## src/design/wb_pkg.sv

```systemverilog
package wb_pkg;

    // frame geometry of the active window.
    localparam int H_ACT       = 16;
    localparam int V_ACT       = 8;
    localparam int FRAME_TOTAL = H_ACT * V_ACT;

    // averages come from a plain shift, so FRAME_TOTAL has to be a power of two.
    localparam int TRIM_BITS = $clog2(FRAME_TOTAL);
    localparam int SUM_W     = $clog2(FRAME_TOTAL * 255 + 1);

    // gains are unsigned fixed point with GAIN_FRAC fraction bits.
    localparam int GAIN_FRAC = 16;
    localparam int GAIN_W    = 24;

    localparam logic [GAIN_W-1:0] UNITY_GAIN = GAIN_W'(1) << GAIN_FRAC;

    // cycles from i_beat to o_beat.
    localparam int PIPE_DEPTH = 2;

    localparam int X_W = $clog2(H_ACT);
    localparam int Y_W = $clog2(V_ACT);

    typedef struct packed {
        logic [7:0] r;
        logic [7:0] g;
        logic [7:0] b;
    } rgb_t;

    typedef struct packed {
        logic [GAIN_W-1:0] r;
        logic [GAIN_W-1:0] g;
        logic [GAIN_W-1:0] b;
    } gains_t;

    typedef struct packed {
        logic           vsync;
        logic           hsync;
        logic           href;
        logic           de;
        rgb_t           pix;
        logic [X_W-1:0] x;
        logic [Y_W-1:0] y;
    } video_beat_t;

endpackage : wb_pkg

```

## src/design/channel_stats.sv

```systemverilog
`timescale 1ns/100ps

module channel_stats (
    input  logic                clk,
    input  logic                i_reset,
    input  wb_pkg::video_beat_t i_beat,
    output wb_pkg::rgb_t        o_avg,
    output logic [7:0]          o_k,
    output logic                o_stats_valid
);

    import wb_pkg::*;

    logic [SUM_W-1:0] cur_r_q;
    logic [SUM_W-1:0] cur_g_q;
    logic [SUM_W-1:0] cur_b_q;
    logic [SUM_W-1:0] last_r_q;
    logic [SUM_W-1:0] last_g_q;
    logic [SUM_W-1:0] last_b_q;
    logic [9:0]       avg_sum;
    logic             vsync_d_q;

    // running sums of the frame in progress, handed over on vsync.
    always_ff @(posedge clk) begin
        if (i_reset) begin
            cur_r_q  <= '0;
            cur_g_q  <= '0;
            cur_b_q  <= '0;
            last_r_q <= '0;
            last_g_q <= '0;
            last_b_q <= '0;
        end else if (i_beat.vsync) begin
            cur_r_q  <= '0;
            cur_g_q  <= '0;
            cur_b_q  <= '0;
            last_r_q <= cur_r_q;
            last_g_q <= cur_g_q;
            last_b_q <= cur_b_q;
        end else if (i_beat.href) begin
            cur_r_q <= cur_r_q + SUM_W'(i_beat.pix.r);
            cur_g_q <= cur_g_q + SUM_W'(i_beat.pix.g);
            cur_b_q <= cur_b_q + SUM_W'(i_beat.pix.b);
        end
    end

    // average is the sum divided by the pixel count.
    assign o_avg.r = last_r_q[SUM_W-1:TRIM_BITS];
    assign o_avg.g = last_g_q[SUM_W-1:TRIM_BITS];
    assign o_avg.b = last_b_q[SUM_W-1:TRIM_BITS];

    assign avg_sum = 10'(o_avg.r) + 10'(o_avg.g) + 10'(o_avg.b);

    // k and the valid pulse land one cycle after the transfer.
    always_ff @(posedge clk) begin
        if (i_reset) begin
            vsync_d_q     <= 1'b0;
            o_stats_valid <= 1'b0;
            o_k           <= '0;
        end else begin
            vsync_d_q     <= i_beat.vsync;
            o_stats_valid <= vsync_d_q;
            o_k           <= 8'(avg_sum / 10'd3);
        end
    end

endmodule : channel_stats

```

## src/design/gain_apply.sv

```systemverilog
`timescale 1ns/100ps

module gain_apply (
    input  logic           clk,
    input  logic           i_reset,
    input  wb_pkg::rgb_t   i_pix,
    input  wb_pkg::gains_t i_gains,
    output wb_pkg::rgb_t   o_pix
);

    import wb_pkg::*;

    logic [GAIN_W+7:0] prod_r_q;
    logic [GAIN_W+7:0] prod_g_q;
    logic [GAIN_W+7:0] prod_b_q;

    // drop the fraction bits and saturate at 255.
    function automatic logic [7:0] clamp8(input logic [GAIN_W+7:0] prod);
        logic [GAIN_W+7-GAIN_FRAC:0] whole;
        whole = prod[GAIN_W+7:GAIN_FRAC];
        if (whole > 'd255) begin
            return 8'hff;
        end
        return whole[7:0];
    endfunction

    // stage 1 is the multiply.
    always_ff @(posedge clk) begin
        if (i_reset) begin
            prod_r_q <= '0;
            prod_g_q <= '0;
            prod_b_q <= '0;
        end else begin
            prod_r_q <= i_pix.r * i_gains.r;
            prod_g_q <= i_pix.g * i_gains.g;
            prod_b_q <= i_pix.b * i_gains.b;
        end
    end

    // stage 2 is the shift and clamp.
    always_ff @(posedge clk) begin
        if (i_reset) begin
            o_pix <= '0;
        end else begin
            o_pix.r <= clamp8(prod_r_q);
            o_pix.g <= clamp8(prod_g_q);
            o_pix.b <= clamp8(prod_b_q);
        end
    end

endmodule : gain_apply

```

## src/design/gain_divider.sv

```systemverilog
`timescale 1ns/100ps

module gain_divider (
    input  logic                      clk,
    input  logic                      i_reset,
    input  logic                      i_start,
    input  logic [wb_pkg::GAIN_W-1:0] i_num,
    input  logic [7:0]                i_den,
    output logic [wb_pkg::GAIN_W-1:0] o_quot,
    output logic                      o_done
);

    import wb_pkg::*;

    logic [GAIN_W-1:0]            num_q;
    logic [GAIN_W-1:0]            quot_q;
    logic [7:0]                   den_q;
    logic [7:0]                   rem_q;
    logic [$clog2(GAIN_W+1)-1:0] cnt_q;
    logic                         busy_q;
    logic [8:0]                   rem_shift;
    logic [9:0]                   diff;

    // bring down the next numerator bit and try the subtraction.
    assign rem_shift = {rem_q, num_q[GAIN_W-1]};
    assign diff      = {1'b0, rem_shift} - {2'b00, den_q};

    always_ff @(posedge clk) begin
        if (i_reset) begin
            busy_q <= 1'b0;
            cnt_q  <= '0;
            o_done <= 1'b0;
        end else begin
            o_done <= 1'b0;
            if (!busy_q && i_start) begin
                busy_q <= 1'b1;
                cnt_q  <= ($clog2(GAIN_W+1))'(GAIN_W);
            end else if (busy_q) begin
                cnt_q <= cnt_q - 1'b1;
                if (cnt_q == 1) begin
                    busy_q <= 1'b0;
                    o_done <= 1'b1;
                end
            end
        end
    end

    // one quotient bit per cycle, msb first.
    always_ff @(posedge clk) begin
        if (!busy_q && i_start) begin
            num_q  <= i_num;
            den_q  <= i_den;
            rem_q  <= '0;
            quot_q <= '0;
        end else if (busy_q) begin
            num_q <= num_q << 1;
            if (!diff[9]) begin
                rem_q  <= diff[7:0];
                quot_q <= {quot_q[GAIN_W-2:0], 1'b1};
            end else begin
                rem_q  <= rem_shift[7:0];
                quot_q <= {quot_q[GAIN_W-2:0], 1'b0};
            end
        end
    end

    assign o_quot = quot_q;

endmodule : gain_divider

```

## src/design/gain_table.sv

```systemverilog
`timescale 1ns/100ps

module gain_table (
    input  logic           clk,
    input  logic           i_reset,
    input  logic           i_stats_valid,
    input  wb_pkg::rgb_t   i_avg,
    input  logic [7:0]     i_k,
    output wb_pkg::gains_t o_gains
);

    import wb_pkg::*;

    typedef enum logic [1:0] {S_IDLE, S_ISSUE, S_WAIT, S_COMMIT} state_e;

    state_e            state_q;
    logic [1:0]        ch_q;
    rgb_t              avg_q;
    logic [GAIN_W-1:0] num_q;
    gains_t            shadow_q;
    logic [7:0]        cur_avg;
    logic              div_start;
    logic              div_done;
    logic [GAIN_W-1:0] div_quot;
    logic              shadow_we;
    logic [GAIN_W-1:0] gain_result;

    always_comb begin
        case (ch_q)
            2'd0:    cur_avg = avg_q.r;
            2'd1:    cur_avg = avg_q.g;
            default: cur_avg = avg_q.b;
        endcase
    end

    // a zero average skips the divider and keeps unity.
    assign div_start   = (state_q == S_ISSUE) && (cur_avg != 8'd0);
    assign shadow_we   = ((state_q == S_ISSUE) && (cur_avg == 8'd0))
                      || ((state_q == S_WAIT) && div_done);
    assign gain_result = (state_q == S_ISSUE) ? UNITY_GAIN : div_quot;

    gain_divider u_gain_divider (
        .clk    (clk),
        .i_reset(i_reset),
        .i_start(div_start),
        .i_num  (num_q),
        .i_den  (cur_avg),
        .o_quot (div_quot),
        .o_done (div_done)
    );

    always_ff @(posedge clk) begin
        if (i_reset) begin
            state_q <= S_IDLE;
            ch_q    <= '0;
            o_gains <= '{r: UNITY_GAIN, g: UNITY_GAIN, b: UNITY_GAIN};
        end else begin
            case (state_q)
                S_IDLE: begin
                    if (i_stats_valid) begin
                        ch_q    <= '0;
                        state_q <= S_ISSUE;
                    end
                end
                S_ISSUE:  state_q <= S_WAIT;
                S_WAIT:   state_q <= S_WAIT;
                S_COMMIT: begin
                    // all three gains switch in the same cycle.
                    o_gains <= shadow_q;
                    state_q <= S_IDLE;
                end
                default:  state_q <= S_IDLE;
            endcase
            if (shadow_we) begin
                if (ch_q == 2'd2) begin
                    state_q <= S_COMMIT;
                end else begin
                    ch_q    <= ch_q + 2'd1;
                    state_q <= S_ISSUE;
                end
            end
        end
    end

    always_ff @(posedge clk) begin
        if (state_q == S_IDLE && i_stats_valid) begin
            avg_q <= i_avg;
            num_q <= GAIN_W'(i_k) << GAIN_FRAC;
        end
        if (shadow_we) begin
            case (ch_q)
                2'd0:    shadow_q.r <= gain_result;
                2'd1:    shadow_q.g <= gain_result;
                default: shadow_q.b <= gain_result;
            endcase
        end
    end

endmodule : gain_table

```

## src/design/sync_delay.sv

```systemverilog
`timescale 1ns/100ps

module sync_delay (
    input  logic                clk,
    input  logic                i_reset,
    input  wb_pkg::video_beat_t i_beat,
    output wb_pkg::video_beat_t o_beat
);

    import wb_pkg::*;

    video_beat_t stage_q [PIPE_DEPTH];

    always_ff @(posedge clk) begin
        stage_q[0] <= i_beat;
        for (int i = 1; i < PIPE_DEPTH; i++) begin
            stage_q[i] <= stage_q[i-1];
        end
        // only the flags are cleared, pixel and coordinates just pass.
        if (i_reset) begin
            for (int i = 0; i < PIPE_DEPTH; i++) begin
                stage_q[i].vsync <= 1'b0;
                stage_q[i].hsync <= 1'b0;
                stage_q[i].href  <= 1'b0;
                stage_q[i].de    <= 1'b0;
            end
        end
    end

    assign o_beat = stage_q[PIPE_DEPTH-1];

endmodule : sync_delay

```

## src/design/white_balance.sv

```systemverilog
`timescale 1ns/100ps

module white_balance (
    input  logic                clk,
    input  logic                i_reset,
    input  wb_pkg::video_beat_t i_beat,
    output wb_pkg::video_beat_t o_beat
);

    import wb_pkg::*;

    rgb_t        avg;
    logic [7:0]  k;
    logic        stats_valid;
    gains_t      gains;
    rgb_t        pix_bal;
    video_beat_t beat_dly;

    // frame statistics, closed on each vsync.
    channel_stats u_channel_stats (
        .clk          (clk),
        .i_reset      (i_reset),
        .i_beat       (i_beat),
        .o_avg        (avg),
        .o_k          (k),
        .o_stats_valid(stats_valid)
    );

    // gains are recomputed during vertical blanking.
    gain_table u_gain_table (
        .clk          (clk),
        .i_reset      (i_reset),
        .i_stats_valid(stats_valid),
        .i_avg        (avg),
        .i_k          (k),
        .o_gains      (gains)
    );

    gain_apply u_gain_apply (
        .clk    (clk),
        .i_reset(i_reset),
        .i_pix  (i_beat.pix),
        .i_gains(gains),
        .o_pix  (pix_bal)
    );

    // sync flags and coordinates follow the pixel latency.
    sync_delay u_sync_delay (
        .clk    (clk),
        .i_reset(i_reset),
        .i_beat (i_beat),
        .o_beat (beat_dly)
    );

    always_comb begin
        o_beat     = beat_dly;
        o_beat.pix = pix_bal;
    end

endmodule : white_balance

```

## config.mk

```make
export PLATFORM = sky130hd
export DESIGN_NAME = white_balance
export DESIGN_NICKNAME = d
export VERILOG_FILES = /design/src/design/wb_pkg.sv /design/src/design/channel_stats.sv /design/src/design/gain_apply.sv /design/src/design/gain_divider.sv /design/src/design/gain_table.sv /design/src/design/sync_delay.sv /design/src/design/white_balance.sv
export SDC_FILE = /design/constraint.sdc
export NUM_CORES = 2
export LEC_CHECK = 0
export BUFFER_PORTS_ARGS = -buffer_cell sky130_fd_sc_hd__buf_2
export CAP_MARGIN = 30
export CORE_MARGIN = 2
export CORE_UTILIZATION = 40
export DETAILED_ROUTE_END_ITERATION = 10
export MAX_ROUTING_LAYER = met4
export SETUP_SLACK_MARGIN = 0.4
export SLEW_MARGIN = 20
export SYNTH_ARGS = -nofsm -noshare
export SYNTH_HDL_FRONTEND = slang
export SYNTH_SLANG_ARGS = --single-unit
```

## constraint.sdc

```tcl
create_clock -name clk -period 6.09 [get_ports clk]
set_input_delay 0.3045 -clock clk [delete_from_list [all_inputs] [get_ports clk]]
set_output_delay 0.3045 -clock clk [all_outputs]
set_load 0.03 [all_outputs]
```

Word-level counts from Yosys, hierarchy flattened --
Memories as Yosys holds them, arrays and structs flattened. Index checks and enable logic that the tools add are counted.
Word-level totals: flip-flop bits (word level) 470, latch bits 0, bits in writable memories 70, ROM bits 0, input port bits 37, logic and storage cells 131, memories kept 1
Operators by class: $add $sub $neg 8, $mul 3, divide/modulo/power cells 1, magnitude comparators 3, equality and inequality tests 7, shift operators 0, multiplexer cells 42, bitwise operators 10, reduce and logical (&&, ||, !) cells 20
Memories:
- u_sync_delay.stage_q | words 2, width 35, read ports 2, clocked after memory_dff 0, wr ports 2, RTL line sync_delay.sv:12 | video_beat_t stage_q [PIPE_DEPTH];
Operator list (number):
- $mul 8x24->32 | 3
- $mux 24 | 3
- $mux 8 | 7
- $gt 16x8->1 const B | 3
- $add 15x8->15 | 3
- $mux 1 | 21
- $pmux 8 s2 | 1
- $mux 2 | 7
- $add 10x8->10 | 1
- $div 10x2->10 const B | 1
- $mux 5 | 2
- $sub 9x8->10 | 1
- $add 8x8->9 | 1
- $logic_not 8->1 | 1
- $or 1x1->1 const A | 8
- $reduce_bool 8->1 | 1
- $reduce_or 2->1 | 4
- $eq 2x2->1 const B | 3
- $pmux 2 s3 | 1
- $reduce_and 2->1 | 3
- $eq 5x1->1 const B | 1
- $logic_and 1x1->1 | 5
- $sub 5x1->5 const B | 1
- $eq 2x1->1 const B | 2
- other kinds (8) | 10

Logic depth before layout (Yosys ltp) --
depth after elaboration 6, mapped depth 30, depth with buffers taken out 27

By module --
Synthesis repeated with hierarchy kept, for this count alone.
Unflattened totals: cells, all modules 3630, area total of the unflattened synthesis 35657.9 µm²
By module, submodules not included:
- gain_apply | times used 1, cells each 2227, area an instance 19617.6 µm², sequential area each 1441.4 µm²
- gain_table | times used 1, cells each 429, area an instance 6397.4 µm², sequential area each 4644.5 µm²
- channel_stats | times used 1, cells each 604, area an instance 5082.4 µm², sequential area each 1581.5 µm²
- gain_divider | times used 1, cells each 292, area an instance 3109.2 µm², sequential area each 1741.7 µm²
- sync_delay | times used 1, cells each 78, area an instance 1451.4 µm², sequential area each 1401.3 µm²

Worst setup path before layout --
Ideal clock, no wire load.
path type register -> register, from reg u_channel_stats.last_g_q[7], to reg u_channel_stats.o_k[0], library setup time 0.133 ns, arrival 5.188 ns, data required time 5.957 ns, setup slack 0.769 ns, cell stages (with the launch flop) 29, path buffers 2, clock period less this slack 5.321 ns, path through dfxtp_1 -> ha_1 -> inv_1 -> fa_1 -> nor2b_1 -> nor2_1 -> nor2_1 -> nor2_1 -> xnor2_1 -> ha_1 -> buf_2 -> a21o_1 -> a221oi_4 -> xnor2_1 -> buf_2 -> nor2_1 -> a211oi_2 -> a32oi_1 -> a211oi_2 -> nand2_1 -> mux2_2 -> a22oi_1 -> ha_1 -> nor2b_1 -> and2_1 -> nand3_1 -> mux2_2 -> o2111ai_1 -> a311oi_1
On the way: cells in the longest elaborated chain, start to end 3
Ends and longest elaborated chain:
- start, declared | RTL line channel_stats.sv:18 | logic [SUM_W-1:0] last_g_q;
- start signal, assigned | RTL line channel_stats.sv:37 | last_g_q <= cur_g_q;
- $add 8x8->9 | RTL line channel_stats.sv:51 | assign avg_sum = 10'(o_avg.r) + 10'(o_avg.g) + 10'(o_avg.b);
- $add 10x8->10 | RTL line channel_stats.sv:51
- $div 10x2->10 | RTL line channel_stats.sv:62 | o_k <= 8'(avg_sum / 10'd3);
- end signal, assigned | RTL line channel_stats.sv:62
- end, declared | RTL line channel_stats.sv:8 | output logic [7:0] o_k,
Every way passes these cells. A chain may end at the register's enable or synchronous reset.

Worst setup path in the final report --
from reg u_channel_stats.last_g_q[8], to reg u_channel_stats.o_k[0]
Same word-level chain as after synthesis.

==> flow_summary.toml <==
[outcome]
status = "complete, no violations"

[cells_and_area]
final_nets = 3951
postLayoutCoreUtil = 0.4463
register_area_sq_um = 9341
syn2layout_area_growth_pct = 10.44
fill_cells = 7572
multi_input_area_sq_um = 20530
final_layout_size_suffix_gt1_frac = 0.08336

[synth]
ys_warn_count = 0
async_flop_share = 0
ys_ff_latch = 406
syn_inst = 3306
netlist_area_sq_um = 31870
ys_seq_area_frac = 0.2927
syn_nets = 3946
yosys_most_used_dff = "dfxtp_1"
synth.avg_cell_area_sq_um = 9.640
synth_edf_count = 120
yosysUniqueCellTypes = 78

[placed_design]
dpl.hpwl_microns = 50540
portBuffers = 71
gp_congestion = 0.8364
pre_cts_ws_ps = 226.5

[route]
first_pass_iters = 4
via_per_inst = 4.927
wl_per_cell_microns = 15.68
post-route-drc-count = 0
antenna_left = 0
wl_microns = 68990
drt-initial-drc-count = 1056
via_count = 21680

[power_and_ir_drop]
ir_worst_vdd_mv = 0.1694
power.switching_mw = 2.211
p_seq_frac = 0.421
power.leakage_nw = 16.45
combPwrFrac = 0.204
powerDensity_nw_per_um2 = 212.8
sw_frac_of_total = 0.2952
clockPowerShare = 0.375
p_int_mw = 5.278

[grt]
grt_pass1_vias = 22480
antenna_found_initial = 2
grt_overflow = 0
grt_pass1_wl_microns = 117400
track_usage = 0.1805
grt_max_degree = 76

[sta]
maxSlewViolCount = 0
fmax_ghz = 0.1794
hold_violations = 0
setup_tns_ps = 0
fin_crit_sh = 0.9154
worst_slack_ps = 515.5
fin_crit_ps = 5575
grt_setup_unrepaired = "true"
skew_ps = 22.86
setup_violations = 0
relSlewSlack = 0.3749
whs_ps = 134.5
worstMarginPinSlew_ps = 937.7

[floorplanning]
start_util = 0.4041
chipWidth_microns = 286.3
num_rows = 103
coreArea_sq_um = 78870
io_pins = 72
die_area_sq_um = 81950
fp.dieH_microns = 286.3

[cts]
htree_levels = 2
root_buffer = "clkbuf_16"
insertion_delay_ps = 580
cts_buffers = 45
clock-sinks = 406
path_clk_slew_ps = 70
clk_path_buf_depth = 3
cts_tree = "built"

[critical_path]
critPathKind = "register to register"
end_kind = "register"
crit_path_start_kind = "register"
required_ps = 6510
crit_arrival_ps = 5990
crit_fanout = 8

[flow_run]
drv_cap = 0

[hold_path]
worstHoldPathType = "input pin to register"
==> placed cells by master, fill, tap and decap left out, drive strengths merged, types with 50 or more instances in the layout <==
cell type    n
xor2        52
fa         399
ha         204
and2       243
nor2       270
edfxtp     120
inv        431
nor2b       59
dfxtp      286
buf        125
clkbuf      60
mux2i      128
a21oi       75
nor3        50
o21ai       79
nand2      443
==> logic make-up after synthesis <==
family                     count (synthesis)  share of synthesized area
muxes                                    140                    0.04444
DFF                                      406                     0.2927
xor gates and xnor gates                 101                    0.02776
AOI/OAI and AO/OA                        296                    0.06227
buffers and inverters                    606                    0.07196
and+or+nand+nor                         1153                     0.1698
adders and majority gates                604                     0.3310
==> worst max-delay path, stage by stage (launching register included) <==
cell       delay [ps]
dfxtp_1           340
ha_1              290
a21o_1            170
a21oi_1           210
o21bai_1           80
a21oi_1           210
xnor2_1           160
ha_2              350
and3_1            190
a221oi_4          290
buf_4             180
buf_4             130
o2111ai_1         130
a21boi_1          150
o221ai_1          180
a21oi_2           240
nand3_1           120
o211ai_2          210
and2_4            180
mux2_2            340
a22oi_2           120
ha_1              280
nor2b_2           170
and2_4            160
nand3_1            70
mux2_2            280
o2111ai_2          80
a311oi_1          110
==> stage by stage <==
stage | total power [mW] | instance area [sq um] | cells
after floorplan | 4.346 | 31870 | 3306
after global placement | 4.727 | 33150 | 4286
after detailed placement | 4.751 | 33190 | 4288
after CTS | 7.592 | 34940 | 4387
after global routing | 7.928 | 35200 | 4399
final | 7.489 | 35200 | 4399
==> final cells by class <==
type / instances / share of cell area
inverters: 430 / 0.04586
repair buffers: 134 / 0.02513
well taps: 1050 / 0.03733
clock inverters: 23 / 0.008069
clock buffers: 60 / 0.03477
flip-flops and latches: 406 / 0.2654
diodes: 2 / 0.0001422
multi-input cells: 2294 / 0.5833
==> sequential cells by signal (all words and copies together) (netlist names), 15 cells and up, named ones only <==
register	count
u_gain_apply.prod_b_q	16
u_channel_stats.cur_g_q	15
u_sync_delay.stage_q	21
u_gain_apply.prod_g_q	16
u_gain_table.avg_q	24
u_gain_table.o_gains	72
u_channel_stats.cur_b_q	15
u_gain_table.u_gain_divider.o_quot	24
u_gain_table.shadow_q	72
u_channel_stats.cur_r_q	15
u_gain_apply.prod_r_q	16
u_gain_apply.o_pix	24
==> cell usage after synthesis (all sizes together) (10+ instances only) <==
library cell / count / area (sq um)
and2: 243 / 1523
a21oi: 75 / 390.4
mux2: 12 / 135.1
fa: 399 / 7988
xnor2: 49 / 429.2
nand3: 18 / 95.09
nor2: 270 / 1018
o211ai: 17 / 137.6
ha: 204 / 2552
nand2b: 11 / 68.82
edfxtp: 120 / 3603
o211a: 10 / 100.1
o21ai: 79 / 399.1
nor2b: 59 / 369.1
o21bai: 14 / 105.1
dfxtp: 286 / 5725
buf: 11 / 60.05
nor3: 50 / 260.3
a21o: 28 / 210.2
a211oi: 11 / 102.6
inv: 430 / 1614
xor2: 52 / 455.4
and3: 14 / 87.58
clkbuf: 165 / 619.3
mux2i: 128 / 1281
nand2: 443 / 1663
==> power groups by stage <==
stage / sequential, mW / clock, mW / combinational [mW]
2_1_floorplan: 3.22 / 0 / 1.13
3_3_place_gp: 3.21 / 0 / 1.52
3_5_place_dp: 3.21 / 0 / 1.54
4_1_cts: 3.15 / 2.88 / 1.56
5_1_grt: 3.17 / 3.00 / 1.76
6_report: 3.15 / 2.81 / 1.53
==> worst paths after layout <==
check                              start                    endpoint  slack, ps  cells past startpoint
min                              i_reset      u_gain_apply.o_pix[16]        130                      2
max          u_channel_stats.last_g_q[8]      u_channel_stats.o_k[0]        520                     27
min reg2reg   u_sync_delay.stage_q[0][1]  u_sync_delay.stage_q[1][1]        320                      0
max reg2reg  u_channel_stats.last_g_q[8]      u_channel_stats.o_k[0]        520                     27
==> routing by layer <==
layer,global-route usage,up-vias,share of wire
li1,-,10460,-
met1,0.2349,10880,0.46
met2,0.3012,256,0.49
met3,0.02138,75,0.028
met4,0.04293,0,0.020
met5,-,-,0
==> what timing repair did <==
action	CTS	global route
gates resized for setup	23	41
hold buffers	9	0
gates cloned	0	0
pin swaps	10	21
endpoints found under the setup margin	1	10
buffers inserted	7	10
endpoints found under the hold margin	9	0
No activity file was read; power rests on OpenSTA's default activity.
